==> src/rtl/mem_pkg.sv <==
`default_nettype none

package mem_pkg;

    localparam int xlen        = 32;
    localparam int tlb_entries = 8;
    localparam int tlb_idx_w   = $clog2(tlb_entries);
    localparam int dmem_words  = 1024;
    localparam int mmio_regs   = 4;

    typedef enum logic [1:0] {
        bt_byte = 2'd0,
        bt_half = 2'd1,
        bt_word = 2'd2
    } byte_type_t;

    typedef enum logic [1:0] {
        dc_nop = 2'd0,
        dc_rd  = 2'd1,
        dc_wr  = 2'd2
    } dc_op_t;

    typedef enum logic [2:0] {
        excp_none = 3'd0,
        excp_ale  = 3'd1,
        excp_tlbr = 3'd2,
        excp_pil  = 3'd3,
        excp_pis  = 3'd4,
        excp_ppi  = 3'd5,
        excp_pme  = 3'd6
    } excp_code_t;

    typedef struct packed {
        logic             valid;
        excp_code_t       code;
        logic [xlen-1:0]  badv;
    } excp_pass_t;

    typedef struct packed {
        logic [19:0] vppn;
        logic [19:0] ppn;
        logic [9:0]  asid;
        logic        g;
        logic        v;
        logic        d;
        logic        mat;
        logic [1:0]  plv;
    } tlb_entry_t;

    // Direct-mapped window
    typedef struct packed {
        logic       plv0;
        logic       plv3;
        logic       mat;
        logic [2:0] vseg;
        logic [2:0] pseg;
    } dmw_t;

    typedef struct packed {
        logic       da;
        logic       datm;
        logic [1:0] plv;
        logic [9:0] asid;
        dmw_t       dmw0;
        dmw_t       dmw1;
    } csr_t;

    typedef struct packed {
        logic            is_flush;
        logic [xlen-1:0] pc;
        logic [xlen-1:0] ex_out;
        logic            is_mem;
        logic            is_store;
        logic            is_signed;
        byte_type_t      byte_type;
        logic            is_wr_rd;
        logic [4:0]      rd;
        logic [xlen-1:0] rkd_data;
    } ex_mem1_pass_t;

    typedef struct packed {
        logic            is_flush;
        logic [xlen-1:0] ex_out;
        logic            is_mem;
        logic            is_store;
        logic            is_signed;
        byte_type_t      byte_type;
        logic            is_wr_rd;
        logic [4:0]      rd;
        logic [1:0]      byte_off;
    } mem1_mem2_pass_t;

endpackage

`default_nettype wire

==> src/rtl/dcache_req_if.sv <==
`timescale 1ns/1ps
`default_nettype none

interface dcache_req_if;

    mem_pkg::dc_op_t          op;
    logic [11:0]              idx;
    logic [mem_pkg::xlen-1:0] pa;
    logic                     is_cached;
    mem_pkg::byte_type_t      byte_type;
    logic [mem_pkg::xlen-1:0] wdata;

    // Stage one issues, data store accepts every cycle
    modport master (output op, idx, pa, is_cached, byte_type, wdata);
    modport slave  (input  op, idx, pa, is_cached, byte_type, wdata);

endinterface

`default_nettype wire

==> src/rtl/tlb_array.sv <==
`timescale 1ns/1ps
`default_nettype none

module tlb_array (
    input  logic                          clk,
    input  logic                          rst_n,
    input  logic                          tlbwr_en,
    input  logic [mem_pkg::tlb_idx_w-1:0] tlbwr_idx,
    input  mem_pkg::tlb_entry_t           tlbwr_entry,
    input  logic [19:0]                   vppn,
    input  logic [9:0]                    asid,
    output logic                          hit,
    output mem_pkg::tlb_entry_t           hit_entry
);

    mem_pkg::tlb_entry_t               entries [mem_pkg::tlb_entries];
    logic [mem_pkg::tlb_entries-1:0]   match;

    always_ff @(posedge clk) begin
        if (!rst_n) begin
            for (int i = 0; i < mem_pkg::tlb_entries; i++) begin
                entries[i].v <= 1'b0;
            end
        end else if (tlbwr_en) begin
            entries[tlbwr_idx] <= tlbwr_entry;
        end
    end

    // Global entries ignore the ASID
    always_comb begin
        for (int i = 0; i < mem_pkg::tlb_entries; i++) begin
            match[i] = (entries[i].vppn == vppn) &&
                       (entries[i].g || (entries[i].asid == asid));
        end
    end

    // Walk down so the lowest index wins
    always_comb begin
        hit       = 1'b0;
        hit_entry = '0;
        for (int i = mem_pkg::tlb_entries - 1; i >= 0; i--) begin
            if (match[i]) begin
                hit       = 1'b1;
                hit_entry = entries[i];
            end
        end
    end

endmodule

`default_nettype wire

==> src/rtl/addr_trans.sv <==
`timescale 1ns/1ps
`default_nettype none

module addr_trans (
    input  logic                          clk,
    input  logic                          rst_n,
    input  logic [mem_pkg::xlen-1:0]      va,
    input  logic                          is_store,
    input  mem_pkg::byte_type_t           byte_type,
    input  mem_pkg::csr_t                 csr,
    input  logic                          tlbwr_en,
    input  logic [mem_pkg::tlb_idx_w-1:0] tlbwr_idx,
    input  mem_pkg::tlb_entry_t           tlbwr_entry,
    output logic [mem_pkg::xlen-1:0]      pa,
    output logic                          is_cached,
    output mem_pkg::excp_pass_t           excp
);

    logic                 misalign;
    logic                 win0_hit;
    logic                 win1_hit;
    logic                 tlb_hit;
    mem_pkg::tlb_entry_t  tlb_e;
    mem_pkg::excp_code_t  code;

    function automatic logic dmw_hit(mem_pkg::dmw_t w, logic [2:0] vseg, logic [1:0] plv);
        return (w.vseg == vseg) && ((plv == 2'd0 && w.plv0) || (plv == 2'd3 && w.plv3));
    endfunction

    tlb_array u_tlb (
        .clk         (clk),
        .rst_n       (rst_n),
        .tlbwr_en    (tlbwr_en),
        .tlbwr_idx   (tlbwr_idx),
        .tlbwr_entry (tlbwr_entry),
        .vppn        (va[31:12]),
        .asid        (csr.asid),
        .hit         (tlb_hit),
        .hit_entry   (tlb_e)
    );

    assign misalign = ((byte_type == mem_pkg::bt_half) && va[0]) ||
                      ((byte_type == mem_pkg::bt_word) && (va[1:0] != 2'b00));
    assign win0_hit = dmw_hit(csr.dmw0, va[31:29], csr.plv);
    assign win1_hit = dmw_hit(csr.dmw1, va[31:29], csr.plv);

    always_comb begin
        pa        = va;
        is_cached = 1'b0;
        code      = mem_pkg::excp_none;
        if (misalign) begin
            code = mem_pkg::excp_ale;
        end else if (csr.da) begin
            pa        = va;
            is_cached = csr.datm;
        end else if (win0_hit) begin
            pa        = {csr.dmw0.pseg, va[28:0]};
            is_cached = csr.dmw0.mat;
        end else if (win1_hit) begin
            pa        = {csr.dmw1.pseg, va[28:0]};
            is_cached = csr.dmw1.mat;
        end else if (!tlb_hit) begin
            code = mem_pkg::excp_tlbr;
        end else if (!tlb_e.v) begin
            code = is_store ? mem_pkg::excp_pis : mem_pkg::excp_pil;
        end else if (csr.plv > tlb_e.plv) begin
            code = mem_pkg::excp_ppi;
        end else if (is_store && !tlb_e.d) begin
            code = mem_pkg::excp_pme;
        end else begin
            pa        = {tlb_e.ppn, va[11:0]};
            is_cached = tlb_e.mat;
        end
    end

    // Bad address is always the virtual one
    assign excp.valid = (code != mem_pkg::excp_none);
    assign excp.code  = code;
    assign excp.badv  = va;

endmodule

`default_nettype wire

==> src/rtl/memory1_stage.sv <==
`timescale 1ns/1ps
`default_nettype none

module memory1_stage (
    input  logic                          clk,
    input  logic                          rst_n,
    input  logic                          is_stall,
    input  logic                          is_flush,
    input  mem_pkg::ex_mem1_pass_t        pass_in,
    input  mem_pkg::excp_pass_t           excp_in,
    input  mem_pkg::csr_t                 csr,
    input  logic                          tlbwr_en,
    input  logic [mem_pkg::tlb_idx_w-1:0] tlbwr_idx,
    input  mem_pkg::tlb_entry_t           tlbwr_entry,
    output logic                          fwd_valid,
    output logic [4:0]                    fwd_rd,
    output logic [mem_pkg::xlen-1:0]      fwd_data,
    dcache_req_if.master                  dc,
    output mem_pkg::mem1_mem2_pass_t      pass_out,
    output mem_pkg::excp_pass_t           excp_out
);

    mem_pkg::ex_mem1_pass_t   pass_r;
    mem_pkg::excp_pass_t      excp_r;
    mem_pkg::excp_pass_t      addr_excp;
    logic [mem_pkg::xlen-1:0] pa;
    logic                     is_cached;
    logic                     mem1_flush;

    always_ff @(posedge clk) begin
        if (!rst_n) begin
            pass_r.is_flush <= 1'b1;
            excp_r.valid    <= 1'b0;
        end else if (!is_stall) begin
            pass_r <= pass_in;
            excp_r <= excp_in;
        end
    end

    assign mem1_flush = is_flush || pass_r.is_flush;

    // Loads are not forwarded here, their data comes back in stage two
    assign fwd_valid = pass_r.is_wr_rd && !mem1_flush && !(pass_r.is_mem && !pass_r.is_store);
    assign fwd_rd    = pass_r.rd;
    assign fwd_data  = pass_r.ex_out;

    addr_trans u_addr_trans (
        .clk         (clk),
        .rst_n       (rst_n),
        .va          (pass_r.ex_out),
        .is_store    (pass_r.is_store),
        .byte_type   (pass_r.byte_type),
        .csr         (csr),
        .tlbwr_en    (tlbwr_en),
        .tlbwr_idx   (tlbwr_idx),
        .tlbwr_entry (tlbwr_entry),
        .pa          (pa),
        .is_cached   (is_cached),
        .excp        (addr_excp)
    );

    // Earlier exception wins, address faults only count for memory ops
    always_comb begin
        if (excp_r.valid) begin
            excp_out = excp_r;
        end else if (pass_r.is_mem) begin
            excp_out = addr_excp;
        end else begin
            excp_out = '0;
        end
    end

    always_comb begin
        dc.op = mem_pkg::dc_nop;
        if (!mem1_flush && !is_stall && pass_r.is_mem && !excp_out.valid) begin
            dc.op = pass_r.is_store ? mem_pkg::dc_wr : mem_pkg::dc_rd;
        end
    end

    assign dc.idx       = pass_r.ex_out[11:0];
    assign dc.pa        = pa;
    assign dc.is_cached = is_cached;
    assign dc.byte_type = pass_r.byte_type;
    assign dc.wdata     = pass_r.rkd_data;

    assign pass_out.is_flush  = mem1_flush;
    assign pass_out.ex_out    = pass_r.ex_out;
    assign pass_out.is_mem    = pass_r.is_mem;
    assign pass_out.is_store  = pass_r.is_store;
    assign pass_out.is_signed = pass_r.is_signed;
    assign pass_out.byte_type = pass_r.byte_type;
    assign pass_out.is_wr_rd  = pass_r.is_wr_rd;
    assign pass_out.rd        = pass_r.rd;
    assign pass_out.byte_off  = pass_r.ex_out[1:0];

endmodule

`default_nettype wire

==> src/flat_wrapper.sv <==
// flat-port wrapper written by rule: the top's interface ports become plain ports
module memory1_stage_flat 
  (clk, rst_n, is_stall, is_flush, pass_in, excp_in, csr, tlbwr_en, tlbwr_idx, tlbwr_entry, fwd_valid, fwd_rd, fwd_data, pass_out, excp_out, dc_op, dc_idx, dc_pa, dc_is_cached, dc_byte_type, dc_wdata);
  dcache_req_if dc_i ();
  input  logic clk;
  input  logic rst_n;
  input  logic is_stall;
  input  logic is_flush;
  input  mem_pkg::ex_mem1_pass_t pass_in;
  input  mem_pkg::excp_pass_t excp_in;
  input  mem_pkg::csr_t csr;
  input  logic tlbwr_en;
  input  logic [mem_pkg::tlb_idx_w-1:0] tlbwr_idx;
  input  mem_pkg::tlb_entry_t tlbwr_entry;
  output logic fwd_valid;
  output logic [4:0] fwd_rd;
  output logic [mem_pkg::xlen-1:0] fwd_data;
  output mem_pkg::mem1_mem2_pass_t pass_out;
  output mem_pkg::excp_pass_t excp_out;
  output wire logic [$bits(dc_i.op)-1:0] dc_op;
  output wire logic [$bits(dc_i.idx)-1:0] dc_idx;
  output wire logic [$bits(dc_i.pa)-1:0] dc_pa;
  output wire logic [$bits(dc_i.is_cached)-1:0] dc_is_cached;
  output wire logic [$bits(dc_i.byte_type)-1:0] dc_byte_type;
  output wire logic [$bits(dc_i.wdata)-1:0] dc_wdata;
  assign dc_op = dc_i.op;
  assign dc_idx = dc_i.idx;
  assign dc_pa = dc_i.pa;
  assign dc_is_cached = dc_i.is_cached;
  assign dc_byte_type = dc_i.byte_type;
  assign dc_wdata = dc_i.wdata;
  memory1_stage u_core (.clk(clk), .rst_n(rst_n), .is_stall(is_stall), .is_flush(is_flush), .pass_in(pass_in), .excp_in(excp_in), .csr(csr), .tlbwr_en(tlbwr_en), .tlbwr_idx(tlbwr_idx), .tlbwr_entry(tlbwr_entry), .fwd_valid(fwd_valid), .fwd_rd(fwd_rd), .fwd_data(fwd_data), .dc(dc_i), .pass_out(pass_out), .excp_out(excp_out));
endmodule
==> config.mk <==
export PLATFORM = sky130hd
export DESIGN_NAME = memory1_stage_flat
export DESIGN_NICKNAME = d
export VERILOG_FILES = /design/src/rtl/mem_pkg.sv /design/src/rtl/dcache_req_if.sv /design/src/rtl/tlb_array.sv /design/src/rtl/addr_trans.sv /design/src/rtl/memory1_stage.sv /design/src/flat_wrapper.sv
export SDC_FILE = /design/constraint.sdc
export NUM_CORES = 1
export LEC_CHECK = 0
export BUFFER_PORTS_ARGS = -buffer_cell sky130_fd_sc_hd__buf_4
export CAP_MARGIN = 15
export CORE_MARGIN = 3
export CORE_UTILIZATION = 31
export CTS_BUF_LIST = sky130_fd_sc_hd__clkbuf_8
export DETAILED_ROUTE_END_ITERATION = 8
export PLACE_DENSITY_LB_ADDON = 0.1
export SETUP_SLACK_MARGIN = 0.1
export SYNTH_ARGS = -nofsm -noshare
export SYNTH_HDL_FRONTEND = slang
export SYNTH_HIERARCHICAL = 1
export SYNTH_SLANG_ARGS = --single-unit
==> constraint.sdc <==
create_clock -name clk -period 18.6 [get_ports clk]
set_input_delay 4.65 -clock clk [delete_from_list [all_inputs] [get_ports clk]]
set_output_delay 4.65 -clock clk [all_outputs]
set_load 0.02 [all_outputs]
==> flow_summary.json <==
{
  "status": "completed",
  "cts.reportedPaths.clkPinSlew_ns": 0.06,
  "hold_buffers": 0,
  "min_path_type": "reg -> reg",
  "cp-end-kind": "output port",
  "cts_sinks": 560,
  "wl_per_cell_um": 23.91,
  "hold_path_depth": 2,
  "multiInputGateArea_um2": 5449,
  "placed_area_um2": 26780,
  "postCtsSetupBuffers": 0,
  "grt_pass1_vias": 14160,
  "ios": 441,
  "tightest_slew_ns": 1.146,
  "reg2reg_depth": 2,
  "fmax_mhz": 69.17,
  "antenna_found_initial": 5,
  "skew_ns": 0,
  "finalCritPeriodShare_pct": 77.73,
  "cts_buffer_depth": 3,
  "netSwitchingPower_mw": 0.6733,
  "grt-ovfl-total": 0,
  "grt_pass1_wl_um": 100400,
  "totalWireLength_um": 70500,
  "cap_violations": 0,
  "antenna_left": 0,
  "io_buffers": 408,
  "die_h_um": 284.3,
  "cellPowerDensity_nw_per_um2": 96.51,
  "viasPerCell": 4.625,
  "syn_inst": 1561,
  "synth_area_um2": 24000,
  "nNetsFinal": 2078,
  "p_seq_share_pct": 52.8,
  "timing_hold_violations_final": 0,
  "slew_headroom_pct": 23.62,
  "mostFrequentLayoutCell": "edfxtp_1",
  "globalplace.congestion": 0.7869,
  "avgSynthCellArea_um2": 15.38,
  "clk_latency_ns": 0.70,
  "grt_max_degree": 65,
  "numCtsBuffers": 101,
  "cts_tree": "done",
  "drc_errors": 0,
  "initial_core_util_pct": 31.45,
  "internal_power_mw": 2.091,
  "clkPwrFrac_pct": 39.0,
  "core_area_um2": 76330,
  "layout_common_cells": "550 x edfxtp_1, 438 x buf_4, 196 x xor2_1",
  "dpl.hpwl_um": 44530,
  "combPwrFrac_pct": 8.2,
  "fin_area_um2": 28640,
  "ys.warnings.count": 6,
  "dr.pass1.iters": 5,
  "rsz0062_at_grt": "false",
  "cts-root-buf": "clkbuf_8",
  "finalSetupViolCount": 0,
  "leakage_nw": 10.46,
  "num_vias": 13640,
  "finalMaxSlewViolations": 0,
  "tns_ns": 0,
  "start_kind": "primary input",
  "worst-path-max-fanout": 18,
  "arrival_ns": 9.81,
  "track_usage_pct": 17.04,
  "period_minus_slack_ns": 14.46,
  "setup_slack_ns": 4.143,
  "synthToLayoutAreaGrowth_pct": 19.33,
  "dieArea_um2": 80800,
  "cts_resized": 0,
  "cts_max_level": 3,
  "die_x_um": 284.3,
  "synth.net_count": 1803,
  "register_area_um2": 16720,
  "place_ws_ns": 4.010,
  "critPathKind": "in -> out",
  "row_count": 101,
  "ir_drop_mv": 0.06487,
  "fillCellCount": 7335,
  "p_sw_share_pct": 24.36,
  "crit_required_ns": 13.95,
  "drt_iter0_drc": 826,
  "drive_gt1_share_pct": 31.61
}
[registers in the layout (all words and copies together), names as in the netlist]
| register | count |
|---|---|
| u_core/dc.byte_type | 2 |
| u_core/dc.wdata | 32 |
| u_core/excp_r | 36 |
| u_core/fwd_data | 32 |
| u_core/fwd_rd | 5 |
| u_core/pass_out | 4 |
| u_core/pass_r | 1 |
| u_core/u_addr_trans/u_tlb/entries | 448 |
[routing by layer]
metal,track usage [%],share of wire [%],up-vias
met5,0,0.013,-
met3,4.354,5.9,99
li1,-,-,6214
met4,4.128,2.0,2
met1,21.62,43,6842
met2,29.14,49,483
[layout make-up]
| class | count | share of cell area (%) |
|---|---|---|
| sequential | 560 | 58.37 |
| clock buffer | 102 | 4.902 |
| antenna | 5 | 0.04369 |
| inverter | 9 | 0.1180 |
| timing repair buffer | 438 | 11.48 |
| clock inverter | 79 | 1.564 |
| tap | 1030 | 4.500 |
| multi-input combinational | 726 | 19.02 |
[worst max-delay path, stage by stage]
cell	delay, ns
buf_4	0.17
xor2_1	0.17
nor4_1	0.55
a41oi_1	0.54
or3_1	0.47
buf_4	0.23
o211ai_2	0.23
o21ai_0	0.18
a211oi_1	0.26
o22ai_1	0.12
inv_1	0.07
ha_1	0.23
nor2b_1	0.13
o21ai_0	0.27
and4b_1	0.44
nand3_4	0.42
mux2_4	0.45
buf_4	0.16
[through the flow]
step / power, mW / util, % / instances / hold WS, ns
after CTS: 2.816 / 37.51 / 2944 / 0.4786
after detailed placement: 1.717 / 35.08 / 2763 / 0.4675
after floorplan: 1.620 / - / 1561 / 0.4405
after global placement: 1.715 / 35.08 / 2763 / 0.4519
final: 2.764 / 37.52 / 2949 / 0.4751
after global routing: 2.882 / 37.52 / 2947 / 0.4940
[power by group through the flow]
| stage | combinational [mW] | sequential [mW] | clock [mW] |
|---|---|---|---|
| floorplan | 0.151 | 1.47 | 0 |
| global placement | 0.229 | 1.49 | 0 |
| detailed placement | 0.231 | 1.49 | 0 |
| CTS | 0.232 | 1.46 | 1.12 |
| global route | 0.244 | 1.46 | 1.18 |
| finish | 0.227 | 1.46 | 1.08 |
[worst paths after layout]
check | from | end | slack, ns
worst max-delay path | csr[23] | dc_pa[22] | 4.14
worst min-delay path | u_core/pass_r[107] | u_core/pass_r[107] | 0.48
worst max register to register | u_core/excp_r[35] | u_core/excp_r[35] | 17.13
worst min register to register | u_core/pass_r[107] | u_core/pass_r[107] | 0.48
(Power assumes the default switching activity.)
