$ cat config.mk
export PLATFORM = sky130hd
export DESIGN_NAME = memory2_stage
export DESIGN_NICKNAME = d
export VERILOG_FILES = /design/src/rtl/mem_pkg.sv /design/src/rtl/memory2_stage.sv
export SDC_FILE = /design/constraint.sdc
export NUM_CORES = 1
export LEC_CHECK = 0
export BUFFER_PORTS_ARGS = -buffer_cell sky130_fd_sc_hd__buf_2
export CORE_MARGIN = 2
export CORE_UTILIZATION = 46
export DETAILED_ROUTE_END_ITERATION = 10
export GPL_ROUTABILITY_DRIVEN = 0
export PLACE_DENSITY = 0.9
export SLEW_MARGIN = 10
export SYNTH_ARGS = -nofsm -noshare
export SYNTH_HDL_FRONTEND = slang
export SYNTH_SLANG_ARGS = --single-unit
$ cat constraint.sdc
create_clock -name clk -period 7.3 [get_ports clk]
set_clock_uncertainty 0.05 [all_clocks]
set_input_delay 1.46 -clock clk [delete_from_list [all_inputs] [get_ports clk]]
set_output_delay 1.46 -clock clk [all_outputs]
set_load 0.03 [all_outputs]
$ cat src/rtl/mem_pkg.sv
`default_nettype none

package mem_pkg;

    localparam int xlen        = 32;
    localparam int tlb_entries = 8;
    localparam int tlb_idx_w   = $clog2(tlb_entries);
    localparam int dmem_words  = 1024;
    localparam int mmio_regs   = 4;

    typedef enum logic [1:0] {
        bt_byte = 2'd0,
        bt_half = 2'd1,
        bt_word = 2'd2
    } byte_type_t;

    typedef enum logic [1:0] {
        dc_nop = 2'd0,
        dc_rd  = 2'd1,
        dc_wr  = 2'd2
    } dc_op_t;

    typedef enum logic [2:0] {
        excp_none = 3'd0,
        excp_ale  = 3'd1,
        excp_tlbr = 3'd2,
        excp_pil  = 3'd3,
        excp_pis  = 3'd4,
        excp_ppi  = 3'd5,
        excp_pme  = 3'd6
    } excp_code_t;

    typedef struct packed {
        logic             valid;
        excp_code_t       code;
        logic [xlen-1:0]  badv;
    } excp_pass_t;

    typedef struct packed {
        logic [19:0] vppn;
        logic [19:0] ppn;
        logic [9:0]  asid;
        logic        g;
        logic        v;
        logic        d;
        logic        mat;
        logic [1:0]  plv;
    } tlb_entry_t;

    // Direct-mapped window
    typedef struct packed {
        logic       plv0;
        logic       plv3;
        logic       mat;
        logic [2:0] vseg;
        logic [2:0] pseg;
    } dmw_t;

    typedef struct packed {
        logic       da;
        logic       datm;
        logic [1:0] plv;
        logic [9:0] asid;
        dmw_t       dmw0;
        dmw_t       dmw1;
    } csr_t;

    typedef struct packed {
        logic            is_flush;
        logic [xlen-1:0] pc;
        logic [xlen-1:0] ex_out;
        logic            is_mem;
        logic            is_store;
        logic            is_signed;
        byte_type_t      byte_type;
        logic            is_wr_rd;
        logic [4:0]      rd;
        logic [xlen-1:0] rkd_data;
    } ex_mem1_pass_t;

    typedef struct packed {
        logic            is_flush;
        logic [xlen-1:0] ex_out;
        logic            is_mem;
        logic            is_store;
        logic            is_signed;
        byte_type_t      byte_type;
        logic            is_wr_rd;
        logic [4:0]      rd;
        logic [1:0]      byte_off;
    } mem1_mem2_pass_t;

endpackage

`default_nettype wire

$ cat src/rtl/memory2_stage.sv
`timescale 1ns/1ps
`default_nettype none

module memory2_stage (
    input  logic                     clk,
    input  logic                     rst_n,
    input  logic                     is_stall,
    input  mem_pkg::mem1_mem2_pass_t pass_in,
    input  mem_pkg::excp_pass_t      excp_in,
    input  logic [mem_pkg::xlen-1:0] rdata,
    output logic                     wb_valid,
    output logic [4:0]               wb_rd,
    output logic [mem_pkg::xlen-1:0] wb_data,
    output mem_pkg::excp_pass_t      excp_out
);

    mem_pkg::mem1_mem2_pass_t pass_r;
    mem_pkg::excp_pass_t      excp_r;
    logic                     live;
    logic                     is_load;
    logic [7:0]               rbyte;
    logic [15:0]              rhalf;
    logic [mem_pkg::xlen-1:0] load_data;

    always_ff @(posedge clk) begin
        if (!rst_n) begin
            pass_r.is_flush <= 1'b1;
            excp_r.valid    <= 1'b0;
        end else if (!is_stall) begin
            pass_r <= pass_in;
            excp_r <= excp_in;
        end
    end

    assign live    = !pass_r.is_flush;
    assign is_load = pass_r.is_mem && !pass_r.is_store;

    // Pick the addressed lane out of the read word
    assign rbyte = rdata[{pass_r.byte_off, 3'b000} +: 8];
    assign rhalf = rdata[{pass_r.byte_off[1], 4'b0000} +: 16];

    always_comb begin
        case (pass_r.byte_type)
            mem_pkg::bt_byte: load_data = {{24{pass_r.is_signed && rbyte[7]}}, rbyte};
            mem_pkg::bt_half: load_data = {{16{pass_r.is_signed && rhalf[15]}}, rhalf};
            default:          load_data = rdata;
        endcase
    end

    assign wb_valid = live && pass_r.is_wr_rd && !excp_r.valid;
    assign wb_rd    = pass_r.rd;
    assign wb_data  = is_load ? load_data : pass_r.ex_out;

    // A flushed item reports no exception
    always_comb begin
        excp_out       = excp_r;
        excp_out.valid = excp_r.valid && live;
    end

endmodule

`default_nettype wire

==> run metrics, run 1 <==
Setup TNS=0 ps; overall die width=94.4 um; CTS Root Buffer Type=clkbuf_8; via density per instance=5.38; Hold Buf Count CTS=0; Crit. End Element=output port; Reg-to-Reg Start=pass_r[45]; number of core rows=32; Final Hold Fails=0; Num Clock Sinks=82; Worst Setup Slack, final=2790 ps; Cells after DPL=519; Max IR drop VDD=0.149 mV; Clock Path Buffers=2; hold endpoint=pass_r[45]; DP HPWL=7970 um; Post-Synthesis Cells=279; GRT overflow=0; hold depth=2; fin util=between 50% and 60%; Core Footprint=between 0.007 and 0.008 mm2; full die area=0.00891 mm2; Worst EP required=~5800 ps; share of the synthesized area in the top cell type=63.9%; outcome=complete, no violations; Syn-to-layout area delta=24.6%; crit start category=primary input; Slew Viols, Final=0; clock slew at reported path FFs=90 ps; met3 Usage GRT=8.46%; number of library cell types mapped by synthesis=36; HP Class=reg2reg; Reg2Reg Setup Slack=6580 ps; fraction of layout cells with a size suffix above 1=51.7%; DIE HEIGHT=roughly 94 um; worst slack at placement=2790 ps; vias=2876; GRT met2 Usage=40.3%; initial antenna violation count=0; Post-Syn Nets=396; Initial Util=48.1%; Leak Pwr=1.96 nW; final setup violation count=0; non-filler cells in the finished layout=535; Slew @ Worst Pin=between 1000 and 1500 ps; PwrDens=between 200 and 250 mW/mm2; hold path startpoint=pass_r[45]; Total Wirelength=10300 um; met1 Usage GRT=24.7%; Yosys top cell by area=edfxtp_1; first-pass GRT wire length=14900 um; Synth area leaders=edfxtp_1 (64%), buf_4 (8.6%), a211oi_1 (2.8%), nand2_1 (2.6%), a21oi_1 (2.3%); IO Pins=between 150 and 200; CTS tree=yes; GR peak layer=met2; reg2reg end=pass_r[45]; unrepaired setup endpoints after global routing=false; CTS resizes=0; largest net degree at the start of global routing=49; Port-buffer cells=190; synthesized area per cell=13.5 um2; crit share post-route=61.7%; crit-path max FO=16; post-synthesis cell area=between 0.003 and 0.004 mm2; crit path DAT=around 3000 ps; Max-Cap Viols=0; number of inserted diodes=0; Tmin final=4510 ps; vias in the first global route=roughly 3000; cts bufs inserted=9; Yosys reg bits=82; kind of critical path=in2out; yosys warns=0; register area share after synthesis=between 60 and 70%; # nets final=545; Design Power=1.12 mW; max_slew headroom=~25%; post-DR wirelength/cell=19.2 um; GRT Overall Usage=between 20% and 30%; setup bufs post-CTS=0; first-pass iteration count of the detailed router=9; drt drc=0; Clk Latency, worst-skew pair=340 ps; Worst R2R Path Depth=2; Max Clk Rate=222 MHz; Initial DRC Count=~170; H-tree levels=3; number of nets still failing antenna checks after routing=0
-- cell families (layout without fill, tap and decap cells) --
| logic type | Yosys count | in the layout | synth area share (%) |
|---|---|---|---|
| and+or+nand+nor | 61 | 61 | 8.32 |
| AOI/OAI and AO/OA | 69 | 69 | 13.1 |
| buffers and inverters | 55 | 209 | 10.1 |
| DFF | 82 | 82 | 65.0 |
| muxes | 12 | 12 | 3.43 |
-- per-stage QoR --
| step | area, um2 | hold WS [ps] |
|---|---|---|
| 5_1_grt | 4680 | 559 |
| 4_1_cts | 4680 | 531 |
| 3_5_place_dp | 4480 | 486 |
| 6_report | 4680 | 525 |
| 3_3_place_gp | 4480 | 440 |
| 2_1_floorplan | 3760 | 418 |
-- critical path, cell delays in order --
cell	delay, ps
buf_2	140
mux2i_1	260
o22ai_4	130
nor3_4	590
a211oi_1	190
buf_2	230
-- where the power goes --
part	switching (mW)	internal (mW)
clock	0.168	0.162
combinational	0.148	0.0734
sequential	0.0150	0.551
-- metal layers --
| layer | vias to the layer above | part of all wire (%) |
|---|---|---|
| met2 | 187 | 51 |
| li1 | 1322 | - |
| met3 | 27 | 11 |
| met5 | - | 0 |
| met4 | 0 | 3.0 |
| met1 | 1340 | 35 |
-- final cells by class --
type / instances / area (um2)
Clock inverter: 6 / 73.8
Multi-Input combinational cell: 142 / 942
Clock buffer: 10 / 128
Fill cell: 631 / 3120
Inverter: 1 / 3.75
Sequential cell: 82 / 2440
Tap cell: 102 / 128
Timing Repair Buffer: 192 / 966
-- worst max path at each step --
stage / start / end / slack (ps) / cells past startpoint
2_1_floorplan: is_stall / excp_out[0] / 1690 / 1
3_3_place_gp: rdata[31] / wb_data[22] / 2910 / 6
3_5_place_dp: rdata[31] / wb_data[17] / 2790 / 6
4_1_cts: rdata[31] / wb_data[17] / 2780 / 6
5_1_grt: rdata[31] / wb_data[17] / 2710 / 6
6_report: rdata[31] / wb_data[29] / 2790 / 6
-- sequential cells by signal (all words and copies together), names as in the netlist --
register,count
pass_r,41
wb_rd,5
excp_out,35
excp_r,1
-- cells in the mapped netlist, drive strengths merged --
master and count:
or2 1, nand3 1, inv 1, nor3 2, mux2i 5, a21oi 18, nand4 1, nor2 15
dfxtp 2, nor2b 6, nand2 26, a31oi 2, a2111oi 1, buf 48, clkbuf 6, o21ai 8
a222oi 6, mux2 7, o22ai 3, a21bo 1, a211oi 14, a22oi 8, nor3b 2, and2 2
or2b 2, and4 1, a21o 1, nand2b 2, a32oi 7, edfxtp 80
-- layout by cell type, fill, tap and decap left out, types with 5 or more instances in the layout --
master,n
a211oi_1,14
nand2_1,26
nor2_1,15
a22oi_1,8
a222oi_1,6
o21ai_0,7
a32oi_1,7
buf_2,190
clkbuf_8,9
mux2_2,7
a21oi_1,17
nor2b_1,5
mux2i_1,5
edfxtp_1,80
Power figures use the tool's default switching activity.
==> run 2: changes to the inputs <==
Clock period 7.3 ns to 4.7 ns, I/O delays scaled along.
==> run 2 against run 1 <==
Non-clock buffer count up 1. Setup slack worse by 1700 ps. Final cell count up 0.19%. Critical path depth down 2. Clock-buffer cell count unchanged. Power up 50%. First-iteration DRC count down 16%. Sequential share of layout area about the same. Largest cell class unchanged.
==> run metrics, run 2 (synthesized netlist as in run 1, its figures left out) <==
Max-Cap Viols=0; met3 Usage GRT=under 10%; GRT Overall Usage=between 20% and 30%; # nets final=546; full die area=0.00891 mm2; Crit. End Element=output port; hold depth=2; setup bufs post-CTS=0; final setup violation count=0; Max IR drop VDD=0.237 mV; vias in the first global route=2837; Reg-to-Reg Start=pass_r[45]; vias=2840; number of nets still failing antenna checks after routing=0; DIE HEIGHT=94.4 um; clock slew at reported path FFs=about 90 ps; Leak Pwr=1.95 nW; Core Footprint=0.00781 mm2; Tmin final=approximately 3600 ps; max_slew headroom=about a quarter; Final Hold Fails=0; commonest non-fill, non-tap cell in the layout=buf_2; kind of critical path=reg2out; GR peak layer=met2; HP Class=reg2reg; non-filler cells in the finished layout=536; hold endpoint=pass_r[45]; Slew Viols, Final=0; GRT overflow=0; unrepaired setup endpoints after global routing=false; Slew @ Worst Pin=~1100 ps; reg2reg end=pass_r[45]; CTS resizes=0; Max Clk Rate=279 MHz; Initial Util=48.1%; Worst EP required=~3700 ps; CTS tree=yes; outcome=complete, no violations; Reg2Reg Setup Slack=4000 ps; Setup TNS=0 ps; Filler cells=666; Hold Buf Count CTS=0; via density per instance=5.30; H-tree levels=3; post-DR wirelength/cell=18.4 um; Cells after DPL=520; initial antenna violation count=0; overall die width=94.4 um; design area=0.00468 mm2; Clock Path Buffers=2; first-pass GRT wire length=14000 um; largest net degree at the start of global routing=50; commonest cells after routing, fill and taps aside=buf_2 (190), edfxtp_1 (80), nand2_1 (26); Worst Setup Slack, final=1110 ps; DP HPWL=7600 um; Syn-to-layout area delta=24.5%; cts bufs inserted=9; number of inserted diodes=0; Initial DRC Count=144; Num Clock Sinks=82; Largest register FFs=around 40; PwrDens=359 mW/mm2; IO Pins=191; worst slack at placement=1260 ps; Worst path slowest cell=nor3_4; hold path startpoint=pass_r[45]; GRT met2 Usage=39.0%; Port-buffer cells=190; Worst R2R Path Depth=2; first-pass iteration count of the detailed router=6; delay of the slowest critical-path stage=810 ps; Placed Area=0.00450 mm2; crit-path cells=nand2b_1 > nor3_4 > a211oi_1 > buf_2; crit share post-route=76.4%; number of core rows=32; CTS Root Buffer Type=clkbuf_8; fraction of layout cells with a size suffix above 1=51.8%; crit path DAT=2600 ps; drt drc=0; Total Wirelength=9850 um; Biggest register=pass_r; crit start category=flop; Clk Latency, worst-skew pair=roughly 350 ps; met1 Usage GRT=22.6%; crit-path max FO=28
run 2: changes by cell type in the layout (fill, tap and decap cells not counted):
cell | before | now
bufinv_16 | 1 | 0
buf_12 | 0 | 1
inv_6 | 1 | 2
clkinv_4 | 1 | 2
inv_8 | 1 | 0
run 2: stage by stage:
step | hold slack (ps) | utilization (%) | total power [mW]
after floorplan | 418 | - | 1.13
after global placement | 440 | 57.7 | 1.23
after detailed placement | 473 | 57.7 | 1.24
after CTS | 500 | 59.9 | 1.70
after global routing | 526 | 59.9 | 1.75
final | 494 | 59.9 | 1.68
run 2: cell type report:
type                    count  area (um2)  area share [%]
flip-flops and latches     82        2440            52.2
clock inverters             6        50.0            1.07
well taps                 102         128            2.73
repair buffers            193         986            21.1
inverters                   1        3.75          0.0802
multi-input cells         142         942            20.1
clock buffers              10         128            2.73
run 2: critical path, delay by kind of cell, from the launching register on:
family                 cells  cell delay, ps
buffers and inverters      1             230
AO/OA/AOI/OAI              1             170
AND/OR/NAND/NOR            2            1470
flip-flops                 1             380
run 2: per-layer routing:
metal	share of wire, %	wire (um)
met1	35	3460
met2	52	5170
met3	11	1070
met4	1.7	164
met5	0	0
run 2: worst max path at each step:
stage / from / cells after the start / endpoint / slack [ps]
finish: pass_r[11] / 4 / wb_data[19] / 1110
global route: pass_r[11] / 4 / wb_data[19] / 890
CTS: pass_r[11] / 4 / wb_data[19] / 1100
detailed placement: rdata[15] / 6 / wb_data[19] / 1260
global placement: rdata[31] / 6 / wb_data[22] / 1350
floorplan: rst_n / 1 / excp_out[0] / 1180
run 2: power breakdown:
| part | internal, mW | switching [mW] | leakage, nW |
|---|---|---|---|
| clock network | 0.198 | 0.261 | 0.0835 |
| registers | 0.856 | 0.0173 | 0.767 |
| logic | 0.116 | 0.233 | 1.10 |
| total | 1.17 | 0.511 | 1.95 |
==> run 3: changes to the inputs <==
Clock period 4.7 ns to 3.6 ns, I/O delays scaled along.
==> run 3 against run 2 <==
Critical path depth is 1 higher. Die area is the same. Global-route usage up 1.2 points. Combinational power is 31% higher. Sequential share of layout area down 0.21 points. First-iteration DRC count is 15% higher.
==> run metrics, run 3 (synthesized netlist as in run 1, its figures left out) <==
Initial Util=48.1%; Clk Latency, worst-skew pair=340 ps; Tmin final=approximately 3100 ps; Worst R2R Path Depth=2; Slew @ Worst Pin=725 ps; Syn-to-layout area delta=25.0%; Reg2Reg Setup Slack=roughly 2900 ps; clock slew at reported path FFs=~90 ps; cts bufs inserted=9; met3 Usage GRT=8.30%; Core Footprint=between 0.007 and 0.008 mm2; crit-path max FO=16; Design Power=2.26 mW; IO Pins=191; Clock Path Buffers=2; Max Clk Rate=between 300 and 400 MHz; commonest non-fill, non-tap cell in the layout=buf_2; setup bufs post-CTS=0; Largest register FFs=41; PwrDens=481 mW/mm2; vias=between 2000 and 3000; Total Wirelength=10200 um; number of inserted diodes=0; CP startpoint=pass_r[1]; crit path DAT=2380 ps; Initial DRC Count=166; Leak Pwr=1.97 nW; Biggest register=pass_r; Cells after DPL=522; Port-buffer cells=between 150 and 200; GRT overflow=0; number of nets still failing antenna checks after routing=0; Filler cells=670; kind of critical path=reg2out; unrepaired setup endpoints after global routing=false; overall die width=94.4 um; reg2reg end=pass_r[45]; fraction of layout cells with a size suffix above 1=51.8%; Final Hold Fails=0; Num Clock Sinks=82; # nets final=548; Worst EP required=about 2800 ps; Setup TNS=0 ps; first-pass iteration count of the detailed router=8; crit start category=flop; post-DR wirelength/cell=approximately 19 um; Crit. End Element=output port; crit share post-route=87.5%; CTS Root Buffer Type=clkbuf_8; outcome=complete, no violations; GRT Overall Usage=22.7%; CTS resizes=0; max_slew headroom=51.6%; number of core rows=32; HP Class=reg2reg; vias in the first global route=2894; DP HPWL=7930 um; GR peak layer=met2; Reg-to-Reg Start=pass_r[45]; Worst setup endpoint=wb_data[24]; first-pass GRT wire length=14700 um; commonest cells after routing, fill and taps aside=buf_2 (190), edfxtp_1 (80), nand2_1 (26); Max IR drop VDD=0.304 mV; final setup violation count=0; met1 Usage GRT=24.8%; Hold Buf Count CTS=0; DIE HEIGHT=94.4 um; Max-Cap Viols=0; non-filler cells in the finished layout=~540; via density per instance=5.34; fin util=60.2%; CTS tree=yes; full die area=0.00891 mm2; Slew Viols, Final=0; drt drc=0; largest net degree at the start of global routing=50; GRT met2 Usage=39.4%; H-tree levels=3; initial antenna violation count=0
-- run 3: changes by cell type in the layout (fill, tap and decap cells not counted) --
cell / previous run / this run
buf_12: 1 / 0
buf_4: 2 / 5
bufinv_16: 0 / 1
clkinv_1: 0 / 1
clkinv_4: 2 / 1
inv_6: 2 / 1
-- run 3: metal layers --
layer / vias up / wire length, um
li1: 1328 / -
met5: - / 0
met1: 1343 / 3590
met3: 19 / 1070
met4: 0 / 212
met2: 184 / 5280
-- run 3: worst min-delay path by stage --
stage                           start         end  slack [ps]  cells after the start
after CTS                 pass_in[36]  pass_r[36]         470                      1
after global routing       pass_in[0]   pass_r[0]         470                      1
after floorplan            pass_r[45]  pass_r[45]         420                      2
final                      pass_r[45]  pass_r[45]         480                      2
after detailed placement   pass_r[45]  pass_r[45]         460                      2
after global placement     pass_r[45]  pass_r[45]         440                      2
-- run 3: layout make-up --
cell class | count | area [um2] | share of cell area, %
timing repair buffer | 195 | 988 | 21.0
multi-input combinational | 142 | 942 | 20.1
clock buffer | 10 | 128 | 2.72
sequential | 82 | 2440 | 52.0
tap | 102 | 128 | 2.72
clock inverter | 6 | 66.3 | 1.41
inverter | 1 | 3.75 | 0.0799
-- run 3: where the power goes --
| group | internal, mW | switching [mW] | leakage, nW | total (mW) |
|---|---|---|---|---|
| sequential | 1.12 | 0.0230 | 0.767 | 1.14 |
| combinational | 0.151 | 0.306 | 1.11 | 0.457 |
| clock | 0.322 | 0.340 | 0.0905 | 0.662 |
-- run 3: metrics by stage --
step                      hold WS, ps  area [um2]  setup slack (ps)
final                             479        4700               451
after global routing              473        4700               218
after CTS                         469        4700               422
after detailed placement          457        4500               586
after global placement            437        4500               689
after floorplan                   418        3760               304
-- run 3: worst max-delay path, cell delays in order, from the launching register on --
cell and delay [ps]:
edfxtp_1 680, or2_4 230, o22ai_4 80, nor3_4 600, a211oi_1 190, buf_2 230
